### config.mk
export PLATFORM = sky130hd
export DESIGN_NAME = gray_accel_top
export DESIGN_NICKNAME = d
export VERILOG_FILES = /design/src/rtl/gray_pkg.sv /design/src/rtl/gray_accel_top.sv /design/src/rtl/gray_job_ctrl.sv /design/src/rtl/gray_pixel_core.sv /design/src/rtl/gray_read_engine.sv /design/src/rtl/gray_write_engine.sv /design/src/rtl/gray_write_fifo.sv
export SDC_FILE = /design/constraint.sdc
export NUM_CORES = 2
export LEC_CHECK = 0
export ABC_AREA = 1
export BUFFER_PORTS_ARGS = -buffer_cell sky130_fd_sc_hd__buf_2
export CORE_ASPECT_RATIO = 0.8
export CORE_UTILIZATION = 55
export CTS_CLUSTER_DIAMETER = 200
export DETAILED_ROUTE_END_ITERATION = 10
export GPL_TIMING_DRIVEN = 1
export PLACE_DENSITY_LB_ADDON = 0.25
export SLEW_MARGIN = 20
export SYNTH_ARGS = -nofsm -noshare
export SYNTH_HDL_FRONTEND = slang
export SYNTH_SLANG_ARGS = --single-unit
### constraint.sdc
create_clock -name clk -period 19.08 [get_ports clk]
set_clock_uncertainty 0.2 [all_clocks]
set_input_delay 1.908 -clock clk [delete_from_list [all_inputs] [get_ports clk]]
set_output_delay 1.908 -clock clk [all_outputs]
set_load 0.03 [all_outputs]
### src/rtl/gray_pkg.sv
`default_nettype none

package gray_pkg;

    // ======================================================================
    // widths that carry a meaning
    // ======================================================================

    typedef logic [31:0]  t_line_addr;
    // four pixels, r in 7:0, g in 15:8, b in 23:16, a in 31:24
    typedef logic [127:0] t_line_data;
    // the tag is the line index, so a job is limited to 65535 lines
    typedef logic [15:0]  t_line_tag;
    typedef logic [31:0]  t_count;
    typedef logic [63:0]  t_cycle_count;
    typedef logic [3:0]   t_csr_addr;
    typedef logic [63:0]  t_csr_data;

    typedef enum logic [1:0]
    {
        CTRL_IDLE,
        CTRL_RUN,
        CTRL_REPORT
    } t_ctrl_state;

    // ======================================================================
    // CSR map
    // ======================================================================

    localparam t_csr_addr CSR_STATUS_ADDR    = 4'd0;
    localparam t_csr_addr CSR_SRC_ADDR       = 4'd1;
    localparam t_csr_addr CSR_DST_ADDR       = 4'd2;
    localparam t_csr_addr CSR_NUM_LINES      = 4'd3;
    localparam t_csr_addr CSR_READ_IDX       = 4'd4;
    localparam t_csr_addr CSR_WRITE_REQ_CNT  = 4'd5;
    localparam t_csr_addr CSR_WRITE_RESP_CNT = 4'd6;
    localparam t_csr_addr CSR_STATE          = 4'd7;
    localparam t_csr_addr CSR_CLK_CNT        = 4'd8;
    // write only, reads back as zero
    localparam t_csr_addr CSR_CTL            = 4'd10;

    // ======================================================================
    // limits
    // ======================================================================

    // reads issued whose write responses are still out
    localparam int MAX_OUTSTANDING   = 62;
    localparam int WFIFO_DEPTH       = 16;
    localparam int WFIFO_ALMOST_FULL = 12;
    localparam int PIXELS_PER_LINE   = 4;

    // luma weights, gray is the weighted sum shifted right by 8
    localparam int LUMA_R = 77;
    localparam int LUMA_G = 150;
    localparam int LUMA_B = 29;

endpackage

`default_nettype wire

### src/rtl/gray_accel_top.sv
`timescale 1ns/1ps
`default_nettype none

module gray_accel_top
    import gray_pkg::*;
(
    input  logic       clk,
    input  logic       reset,
    input  logic       csr_wr_en,
    input  t_csr_addr  csr_wr_addr,
    input  t_csr_data  csr_wr_data,
    input  t_csr_addr  csr_rd_addr,
    output t_csr_data  csr_rd_data,
    output logic       rd_req_valid,
    output t_line_addr rd_req_addr,
    output t_line_tag  rd_req_tag,
    input  logic       rd_req_almost_full,
    input  logic       rd_rsp_valid,
    input  t_line_tag  rd_rsp_tag,
    input  t_line_data rd_rsp_data,
    output logic       wr_req_valid,
    output t_line_addr wr_req_addr,
    output t_line_data wr_req_data,
    input  logic       wr_req_almost_full,
    input  logic       wr_rsp_valid
);

    logic         run;
    logic         report;
    t_line_addr   src_addr;
    t_line_addr   dst_addr;
    t_line_addr   status_addr;
    t_count       num_lines;
    t_count       read_idx;
    logic         read_done;
    t_count       write_req_cnt;
    t_count       write_resp_cnt;
    t_cycle_count clk_cnt;
    logic         fifo_almost_full;
    logic         gray_valid;
    t_line_data   gray_data;

    gray_job_ctrl u_gray_job_ctrl
    (
        .clk,
        .reset,
        .csr_wr_en,
        .csr_wr_addr,
        .csr_wr_data,
        .csr_rd_addr,
        .csr_rd_data,
        .wr_rsp_valid,
        .read_idx,
        .read_done,
        .write_req_cnt,
        .run,
        .report,
        .src_addr,
        .dst_addr,
        .status_addr,
        .num_lines,
        .clk_cnt,
        .write_resp_cnt
    );

    gray_read_engine u_gray_read_engine
    (
        .clk,
        .reset,
        .run,
        .src_addr,
        .num_lines,
        .rd_req_almost_full,
        .wr_req_almost_full,
        .fifo_almost_full,
        .wr_rsp_valid,
        .rd_req_valid,
        .rd_req_addr,
        .rd_req_tag,
        .read_idx,
        .read_done
    );

    gray_pixel_core u_gray_pixel_core
    (
        .clk,
        .reset,
        .valid_in  (rd_rsp_valid),
        .data_in   (rd_rsp_data),
        .valid_out (gray_valid),
        .data_out  (gray_data)
    );

    gray_write_engine u_gray_write_engine
    (
        .clk,
        .reset,
        .gray_valid,
        .gray_data,
        .rd_rsp_tag,
        .rd_rsp_valid,
        .dst_addr,
        .status_addr,
        .report,
        .read_idx,
        .write_resp_cnt,
        .clk_cnt,
        .wr_req_almost_full,
        .wr_req_valid,
        .wr_req_addr,
        .wr_req_data,
        .fifo_almost_full,
        .write_req_cnt
    );

endmodule

`default_nettype wire

### src/rtl/gray_job_ctrl.sv
`timescale 1ns/1ps
`default_nettype none

module gray_job_ctrl
    import gray_pkg::*;
(
    input  logic         clk,
    input  logic         reset,
    input  logic         csr_wr_en,
    input  t_csr_addr    csr_wr_addr,
    input  t_csr_data    csr_wr_data,
    input  t_csr_addr    csr_rd_addr,
    output t_csr_data    csr_rd_data,
    input  logic         wr_rsp_valid,
    input  t_count       read_idx,
    input  logic         read_done,
    input  t_count       write_req_cnt,
    output logic         run,
    output logic         report,
    output t_line_addr   src_addr,
    output t_line_addr   dst_addr,
    output t_line_addr   status_addr,
    output t_count       num_lines,
    output t_cycle_count clk_cnt,
    output t_count       write_resp_cnt
);

    t_ctrl_state state;
    logic        start_ok;
    logic        start_q;

    // ======================================================================
    // CSR registers
    // ======================================================================

    // a start is only taken once the job is fully programmed
    assign start_ok = csr_wr_en && (csr_wr_addr == CSR_CTL) && csr_wr_data[0] &&
                      (src_addr != '0) && (dst_addr != '0) && (num_lines != '0);

    always_ff @(posedge clk)
    begin
        if (reset)
        begin
            status_addr <= '0;
            src_addr    <= '0;
            dst_addr    <= '0;
            num_lines   <= '0;
            start_q     <= 1'b0;
        end
        else
        begin
            start_q <= start_ok;
            if (csr_wr_en)
            begin
                case (csr_wr_addr)
                    CSR_STATUS_ADDR: status_addr <= t_line_addr'(csr_wr_data);
                    CSR_SRC_ADDR:    src_addr    <= t_line_addr'(csr_wr_data);
                    CSR_DST_ADDR:    dst_addr    <= t_line_addr'(csr_wr_data);
                    CSR_NUM_LINES:   num_lines   <= t_count'(csr_wr_data);
                    default:         ;
                endcase
            end
        end
    end

    // ======================================================================
    // control FSM and counters
    // ======================================================================

    always_ff @(posedge clk)
    begin
        if (reset)
        begin
            state          <= CTRL_IDLE;
            clk_cnt        <= '0;
            write_resp_cnt <= '0;
        end
        else
        begin
            case (state)
                CTRL_IDLE:
                begin
                    if (start_q)
                    begin
                        state          <= CTRL_RUN;
                        clk_cnt        <= '0;
                        write_resp_cnt <= '0;
                    end
                end
                CTRL_RUN:
                begin
                    clk_cnt <= clk_cnt + 1'b1;
                    if (wr_rsp_valid)
                        write_resp_cnt <= write_resp_cnt + 1'b1;
                    // every line read and every data write acknowledged
                    if (read_done && (write_resp_cnt == num_lines))
                        state <= CTRL_REPORT;
                end
                default:
                    state <= CTRL_IDLE;
            endcase
        end
    end

    assign run    = (state == CTRL_RUN);
    assign report = (state == CTRL_REPORT);

    // read side, unmapped and write-only indices give zero
    always_comb
    begin
        case (csr_rd_addr)
            CSR_STATUS_ADDR:    csr_rd_data = t_csr_data'(status_addr);
            CSR_SRC_ADDR:       csr_rd_data = t_csr_data'(src_addr);
            CSR_DST_ADDR:       csr_rd_data = t_csr_data'(dst_addr);
            CSR_NUM_LINES:      csr_rd_data = t_csr_data'(num_lines);
            CSR_READ_IDX:       csr_rd_data = t_csr_data'(read_idx);
            CSR_WRITE_REQ_CNT:  csr_rd_data = t_csr_data'(write_req_cnt);
            CSR_WRITE_RESP_CNT: csr_rd_data = t_csr_data'(write_resp_cnt);
            CSR_STATE:          csr_rd_data = t_csr_data'(state);
            CSR_CLK_CNT:        csr_rd_data = clk_cnt;
            default:            csr_rd_data = '0;
        endcase
    end

endmodule

`default_nettype wire

### src/rtl/gray_pixel_core.sv
`timescale 1ns/1ps
`default_nettype none

module gray_pixel_core
    import gray_pkg::*;
(
    input  logic       clk,
    input  logic       reset,
    input  logic       valid_in,
    input  t_line_data data_in,
    output logic       valid_out,
    output t_line_data data_out
);

    // weighted sum fits in 16 bits, the upper byte is the gray level
    function automatic logic [7:0] luma(input logic [31:0] pixel);
        logic [15:0] sum;
        sum = 16'(LUMA_R * pixel[7:0] + LUMA_G * pixel[15:8] + LUMA_B * pixel[23:16]);
        return sum[15:8];
    endfunction

    always_ff @(posedge clk)
    begin
        if (reset)
            valid_out <= 1'b0;
        else
            valid_out <= valid_in;
    end

    // alpha is kept, r g b all take the gray level
    always_ff @(posedge clk)
    begin
        if (valid_in)
        begin
            for (int i = 0; i < PIXELS_PER_LINE; i++)
            begin
                data_out[32*i +: 32] <= {data_in[32*i+24 +: 8],
                                         {3{luma(data_in[32*i +: 32])}}};
            end
        end
    end

endmodule

`default_nettype wire

### src/rtl/gray_read_engine.sv
`timescale 1ns/1ps
`default_nettype none

module gray_read_engine
    import gray_pkg::*;
(
    input  logic       clk,
    input  logic       reset,
    input  logic       run,
    input  t_line_addr src_addr,
    input  t_count     num_lines,
    input  logic       rd_req_almost_full,
    input  logic       wr_req_almost_full,
    input  logic       fifo_almost_full,
    input  logic       wr_rsp_valid,
    output logic       rd_req_valid,
    output t_line_addr rd_req_addr,
    output t_line_tag  rd_req_tag,
    output t_count     read_idx,
    output logic       read_done
);

    logic   run_q;
    logic   run_rise;
    logic   can_read;
    logic   stage2;
    logic   stall;
    logic   issue;
    logic   advance;
    t_count line_q;
    t_count outstanding;
    t_count outstanding_next;

    assign run_rise  = run && !run_q;
    assign read_done = (read_idx == num_lines);

    // stage two waits while the host read channel is almost full
    assign stall   = stage2 && rd_req_almost_full;
    assign issue   = stage2 && !rd_req_almost_full;
    assign advance = can_read && !read_done && !stall;

    // balance counts a read as soon as its index is taken
    always_comb
    begin
        outstanding_next = outstanding;
        if (advance)
            outstanding_next = outstanding_next + 1'b1;
        if (wr_rsp_valid && (outstanding_next != '0))
            outstanding_next = outstanding_next - 1'b1;
    end

    always_ff @(posedge clk)
    begin
        if (reset)
        begin
            run_q        <= 1'b0;
            can_read     <= 1'b0;
            stage2       <= 1'b0;
            rd_req_valid <= 1'b0;
            read_idx     <= '0;
            outstanding  <= '0;
        end
        else
        begin
            run_q        <= run;
            can_read     <= run && !rd_req_almost_full && !wr_req_almost_full &&
                            !fifo_almost_full && (outstanding_next < MAX_OUTSTANDING);
            rd_req_valid <= issue;
            if (run_rise)
            begin
                read_idx    <= '0;
                outstanding <= '0;
            end
            else
            begin
                outstanding <= outstanding_next;
                if (advance)
                    read_idx <= read_idx + 1'b1;
            end
            if (advance)
                stage2 <= 1'b1;
            else if (issue)
                stage2 <= 1'b0;
        end
    end

    always_ff @(posedge clk)
    begin
        if (advance)
            line_q <= read_idx;
        if (issue)
        begin
            rd_req_addr <= src_addr + line_q;
            rd_req_tag  <= t_line_tag'(line_q);
        end
    end

endmodule

`default_nettype wire

### src/rtl/gray_write_engine.sv
`timescale 1ns/1ps
`default_nettype none

module gray_write_engine
    import gray_pkg::*;
(
    input  logic         clk,
    input  logic         reset,
    input  logic         gray_valid,
    input  t_line_data   gray_data,
    input  t_line_tag    rd_rsp_tag,
    input  logic         rd_rsp_valid,
    input  t_line_addr   dst_addr,
    input  t_line_addr   status_addr,
    input  logic         report,
    input  t_count       read_idx,
    input  t_count       write_resp_cnt,
    input  t_cycle_count clk_cnt,
    input  logic         wr_req_almost_full,
    output logic         wr_req_valid,
    output t_line_addr   wr_req_addr,
    output t_line_data   wr_req_data,
    output logic         fifo_almost_full,
    output t_count       write_req_cnt
);

    t_line_addr data_addr_q;
    t_line_addr push_addr;
    t_line_addr head_addr;
    t_line_data push_data;
    t_line_data head_data;
    t_line_data status_line;
    logic       push;
    logic       pop;
    logic       not_empty;
    logic       cnt_restart;

    always_comb
    begin
        status_line         = '0;
        status_line[0]      = 1'b1;
        status_line[63:32]  = read_idx;
        status_line[95:64]  = write_resp_cnt;
        status_line[127:96] = clk_cnt[31:0];
    end

    // data and status never collide, report comes after the last response
    assign push      = gray_valid || report;
    assign push_addr = gray_valid ? data_addr_q : status_addr;
    assign push_data = gray_valid ? gray_data : status_line;
    assign pop       = not_empty && !wr_req_almost_full;

    // same cycle as the pixel core so the address lines up with gray_valid
    always_ff @(posedge clk)
    begin
        if (rd_rsp_valid)
            data_addr_q <= dst_addr + t_line_addr'(rd_rsp_tag);
    end

    gray_write_fifo u_gray_write_fifo
    (
        .clk,
        .reset,
        .push,
        .push_addr,
        .push_data,
        .pop,
        .head_addr,
        .head_data,
        .not_empty,
        .almost_full (fifo_almost_full)
    );

    // the count holds after a job and restarts at the next data write
    always_ff @(posedge clk)
    begin
        if (reset)
        begin
            wr_req_valid  <= 1'b0;
            write_req_cnt <= '0;
            cnt_restart   <= 1'b0;
        end
        else
        begin
            wr_req_valid <= pop;
            if (gray_valid)
            begin
                write_req_cnt <= cnt_restart ? t_count'(1) : write_req_cnt + 1'b1;
                cnt_restart   <= 1'b0;
            end
            else if (report)
                cnt_restart <= 1'b1;
        end
    end

    always_ff @(posedge clk)
    begin
        if (pop)
        begin
            wr_req_addr <= head_addr;
            wr_req_data <= head_data;
        end
    end

endmodule

`default_nettype wire

### src/rtl/gray_write_fifo.sv
`timescale 1ns/1ps
`default_nettype none

module gray_write_fifo
    import gray_pkg::*;
(
    input  logic       clk,
    input  logic       reset,
    input  logic       push,
    input  t_line_addr push_addr,
    input  t_line_data push_data,
    input  logic       pop,
    output t_line_addr head_addr,
    output t_line_data head_data,
    output logic       not_empty,
    output logic       almost_full
);

    t_line_addr                     addr_mem [WFIFO_DEPTH];
    t_line_data                     data_mem [WFIFO_DEPTH];
    logic [$clog2(WFIFO_DEPTH)-1:0] wr_ptr;
    logic [$clog2(WFIFO_DEPTH)-1:0] rd_ptr;
    logic [$clog2(WFIFO_DEPTH):0]   count;
    logic                           do_push;
    logic                           do_pop;

    // a push into a full buffer is dropped
    assign do_push     = push && (count != WFIFO_DEPTH);
    assign do_pop      = pop && not_empty;
    assign not_empty   = (count != '0);
    assign almost_full = (count >= WFIFO_ALMOST_FULL);

    // show-ahead, the head is visible before the pop
    assign head_addr = addr_mem[rd_ptr];
    assign head_data = data_mem[rd_ptr];

    always_ff @(posedge clk)
    begin
        if (do_push)
        begin
            addr_mem[wr_ptr] <= push_addr;
            data_mem[wr_ptr] <= push_data;
        end
    end

    always_ff @(posedge clk)
    begin
        if (reset)
        begin
            wr_ptr <= '0;
            rd_ptr <= '0;
            count  <= '0;
        end
        else
        begin
            if (do_push)
                wr_ptr <= wr_ptr + 1'b1;
            if (do_pop)
                rd_ptr <= rd_ptr + 1'b1;
            case ({do_push, do_pop})
                2'b10:   count <= count + 1'b1;
                2'b01:   count <= count - 1'b1;
                default: ;
            endcase
        end
    end

endmodule

`default_nettype wire

==> results.cfg <==
[global_routing]
track_usage_pct = 32.9
grt_max_degree = 269
grt_pass1_vias = 90774
antenna_found_initial = 37
overflow = 0
grt_first_pass_wirelength_um = 595000

[timing]
max_slew_margin_pct = 17.2
timing.hold.ws_ns = 0.267
finalSetupTns_ns = 0
tightest_slew_ns = 1.24
period_share_pct = 42.2
setup_ws_ns = 11.02
fin_crit_ns = 8.06
hold_violations = 0
setup_violations = 0
fmax_ghz = 0.124
final_max_slew_viol_count = 0
rsz0062_at_grt = no

[cts]
ctsResizeCount = 0
hold_buffers = 0
post-cts-setup-buffers = 0
worstSkewPairLatency_ns = 0.91
cts_tree = yes
cts_sinks = 2984
clockBufferDepth = 4
cts_root_buf = clkbuf_16
cts_buffers = 299
clk_pin_slew_ns = 0.06
cts.htree.levels = 5

[worst_hold_path]
min_path_cells = 0
hold_class = flip-flop to flip-flop

[drt]
vias = 94981
first_pass_iters = 7
drc = 0
drt_iter0_markers = 13280
wl_per_cell_um = 27.1
top_layer_used = met5
drtAntennaViolNets = 0
wl_um = 412000
via_per_inst = 6.25
wl_met1_um = 166000
wl_met2_um = 179000
wl_met3_um = 51200

[logic_synthesis]
ys_async_sr_fraction_pct = 0
yosys-top-cells-area = edfxtp_1 59%, o21ai_0 6.2%, dfxtp_1 5.1%
yosysTopAreaCellShare_pct = 59.3
synth_area_um2 = 134000
yosysSeqAreaShare_pct = 64.5
syn_inst = 11474
yosysTopAreaCell = edfxtp_1
synth.most_common_cell = edfxtp_1
syn_avg_cell_area_um2 = 11.7
synth_nets = 12319
synth_cell_types = 61
synth_edf_count = 2641
ys_seq_elements = 2984
synth_flop_cell = edfxtp_1
synth_common_cells = 2641 x edfxtp_1, 1654 x o21ai_0, 1635 x nor2_1
yosys_warnings = 0

[power]
switchingPower_mw = 7.12
seqPwrFrac_pct = 39.3
power_frac_comb_pct = 32.2
leakage_nw = 54.1
p_sw_share_pct = 35.1
intPower_mw = 13.2
clkPwrFrac_pct = 28.5
p_per_area_nw_per_um2 = 136
ir_drop_v = 0.000147

[worst_setup_path]
start_kind = input pin
critPathMaxFanout = 4
required_ns = 19.45
crit_type = input pin to flip-flop
crit_path_end_kind = flip-flop
rr_worst_depth = 8
worstPathArrival_ns = 8.43

[run]
maxCapViolCount = 0

[layout]
nFillCells = 18399
layout-drive-gt1-share_pct = 10.4
nets = 12614
area_growth_syn_to_layout_pct = 11.5
fin_util_pct = 61.8
ff_latch_area_um2 = 86200
multi_input_area_um2 = 42100

[place]
post-place-ws_ns = 10.19
portBuffers = 464
hpwlAfterDp_um = 254000
place.gp.congestion = 1.02

[floorplanning]
chipWidth_um = 553
die-height_um = 443
initial_core_util_pct = 55.4
core_area_um2 = 241000
rows = 161
die-area_um2 = 245000
pin_count = 497

[status]
outcome = finished, final reports clean
path summary, 6_finish.rpt:
kind / endpoint / start / slack [ns]
min: u_gray_read_engine.rd_req_tag[11]$_DFFE_PP_ / u_gray_read_engine.line_q[11]$_DFFE_PN_ / 0.27
max: u_gray_pixel_core.data_out[55]$_DFFE_PP_ / rd_rsp_data[43] / 11.02
max reg2reg: u_gray_write_engine.wr_req_data[70]$_DFFE_PP_ / u_gray_write_engine.u_gray_write_fifo.rd_ptr[0]$_SDFFE_PP0P_ / 13.84
min reg2reg: u_gray_read_engine.rd_req_tag[11]$_DFFE_PP_ / u_gray_read_engine.line_q[11]$_DFFE_PN_ / 0.27
layer usage:
layer	track usage, %	up-vias
met2	48.8	5446
li1	-	41922
met1	47.3	46761
met5	0	-
met3	7.78	826
met4	12.5	26
power by group through the flow:
stage	logic [mW]	clock network (mW)	registers, mW
final	6.53	5.79	7.97
after global routing	7.31	6.07	7.99
after CTS	6.51	5.83	7.97
after detailed placement	6.46	0	8.11
after global placement	6.28	0	8.10
after floorplan	4.36	0	8.27
critical path, cell delays in order:
cell,delay [ns]
buf_2,0.14
ha_1,0.29
ha_1,0.29
ha_1,0.28
inv_1,0.04
fa_1,0.47
inv_1,0.04
ha_1,0.30
inv_1,0.08
o31ai_1,0.38
xor2_1,0.25
fa_1,0.47
fa_1,0.51
fa_1,0.51
fa_1,0.49
inv_1,0.04
ha_1,0.32
a21oi_1,0.18
o21a_1,0.13
o31ai_1,0.09
a21oi_1,0.21
inv_1,0.06
a21oi_1,0.19
o21bai_1,0.12
a21oi_1,0.21
o21bai_1,0.12
a21o_1,0.17
xnor2_1,0.11
cell families (layout without fill, tap and decap cells):
group	count (synthesis)	in the layout	synth area share, %
other cells	0	15	0
simple gates	3080	3080	9.49
xor+xnor	208	208	1.36
buf+inv	1567	2089	4.50
mux	10	10	0.0749
compound gates	3003	3003	13.0
fa+ha+maj	622	622	7.07
flops	2984	2984	64.5
cell type report:
| class | instances | area share [%] |
|---|---|---|
| inverters | 929 | 2.36 |
| flip-flops and latches | 2984 | 57.8 |
| repair buffers | 632 | 2.55 |
| diodes | 15 | 0.0252 |
| clock buffers | 383 | 5.41 |
| clock inverters | 145 | 0.976 |
| multi-input cells | 6923 | 28.2 |
| well taps | 3178 | 2.67 |
state kept, by name, indices dropped and copies added (netlist names), 64 cells and up:
register                                        count
u_gray_write_engine.u_gray_write_fifo.data_mem   1808
u_gray_job_ctrl.clk_cnt                            64
u_gray_pixel_core.data_out                         64
u_gray_write_engine.u_gray_write_fifo.addr_mem    512
u_gray_write_engine.wr_req_data                   113
stage by stage:
step                      power, mW  std cells  cell area (um2)
final                          20.3      15189           149000
after global routing           21.4      15183           149000
after CTS                      20.3      15171           149000
after detailed placement       14.6      14643           139000
after global placement         14.4      14643           139000
after floorplan                12.6      11474           134000
layout by cell type (no fill, tap or decap), drive strengths merged, types with 37 or more instances in the layout:
cell type,synthesis,final
edfxtp,2641,2641
nor2,1674,1674
o21ai,1661,1661
nand2,950,950
inv,921,933
buf,73,632
o22ai,403,403
ha,399,399
clkbuf,565,383
a21oi,351,351
dfxtp,343,343
o221ai,296,296
fa,223,223
nand3,204,204
xor2,153,153
o211ai,129,129
clkinv,8,110
nand4,97,97
nor3,86,86
xnor2,55,55
nor4,37,37
No activity file was read; power rests on OpenSTA's default activity.
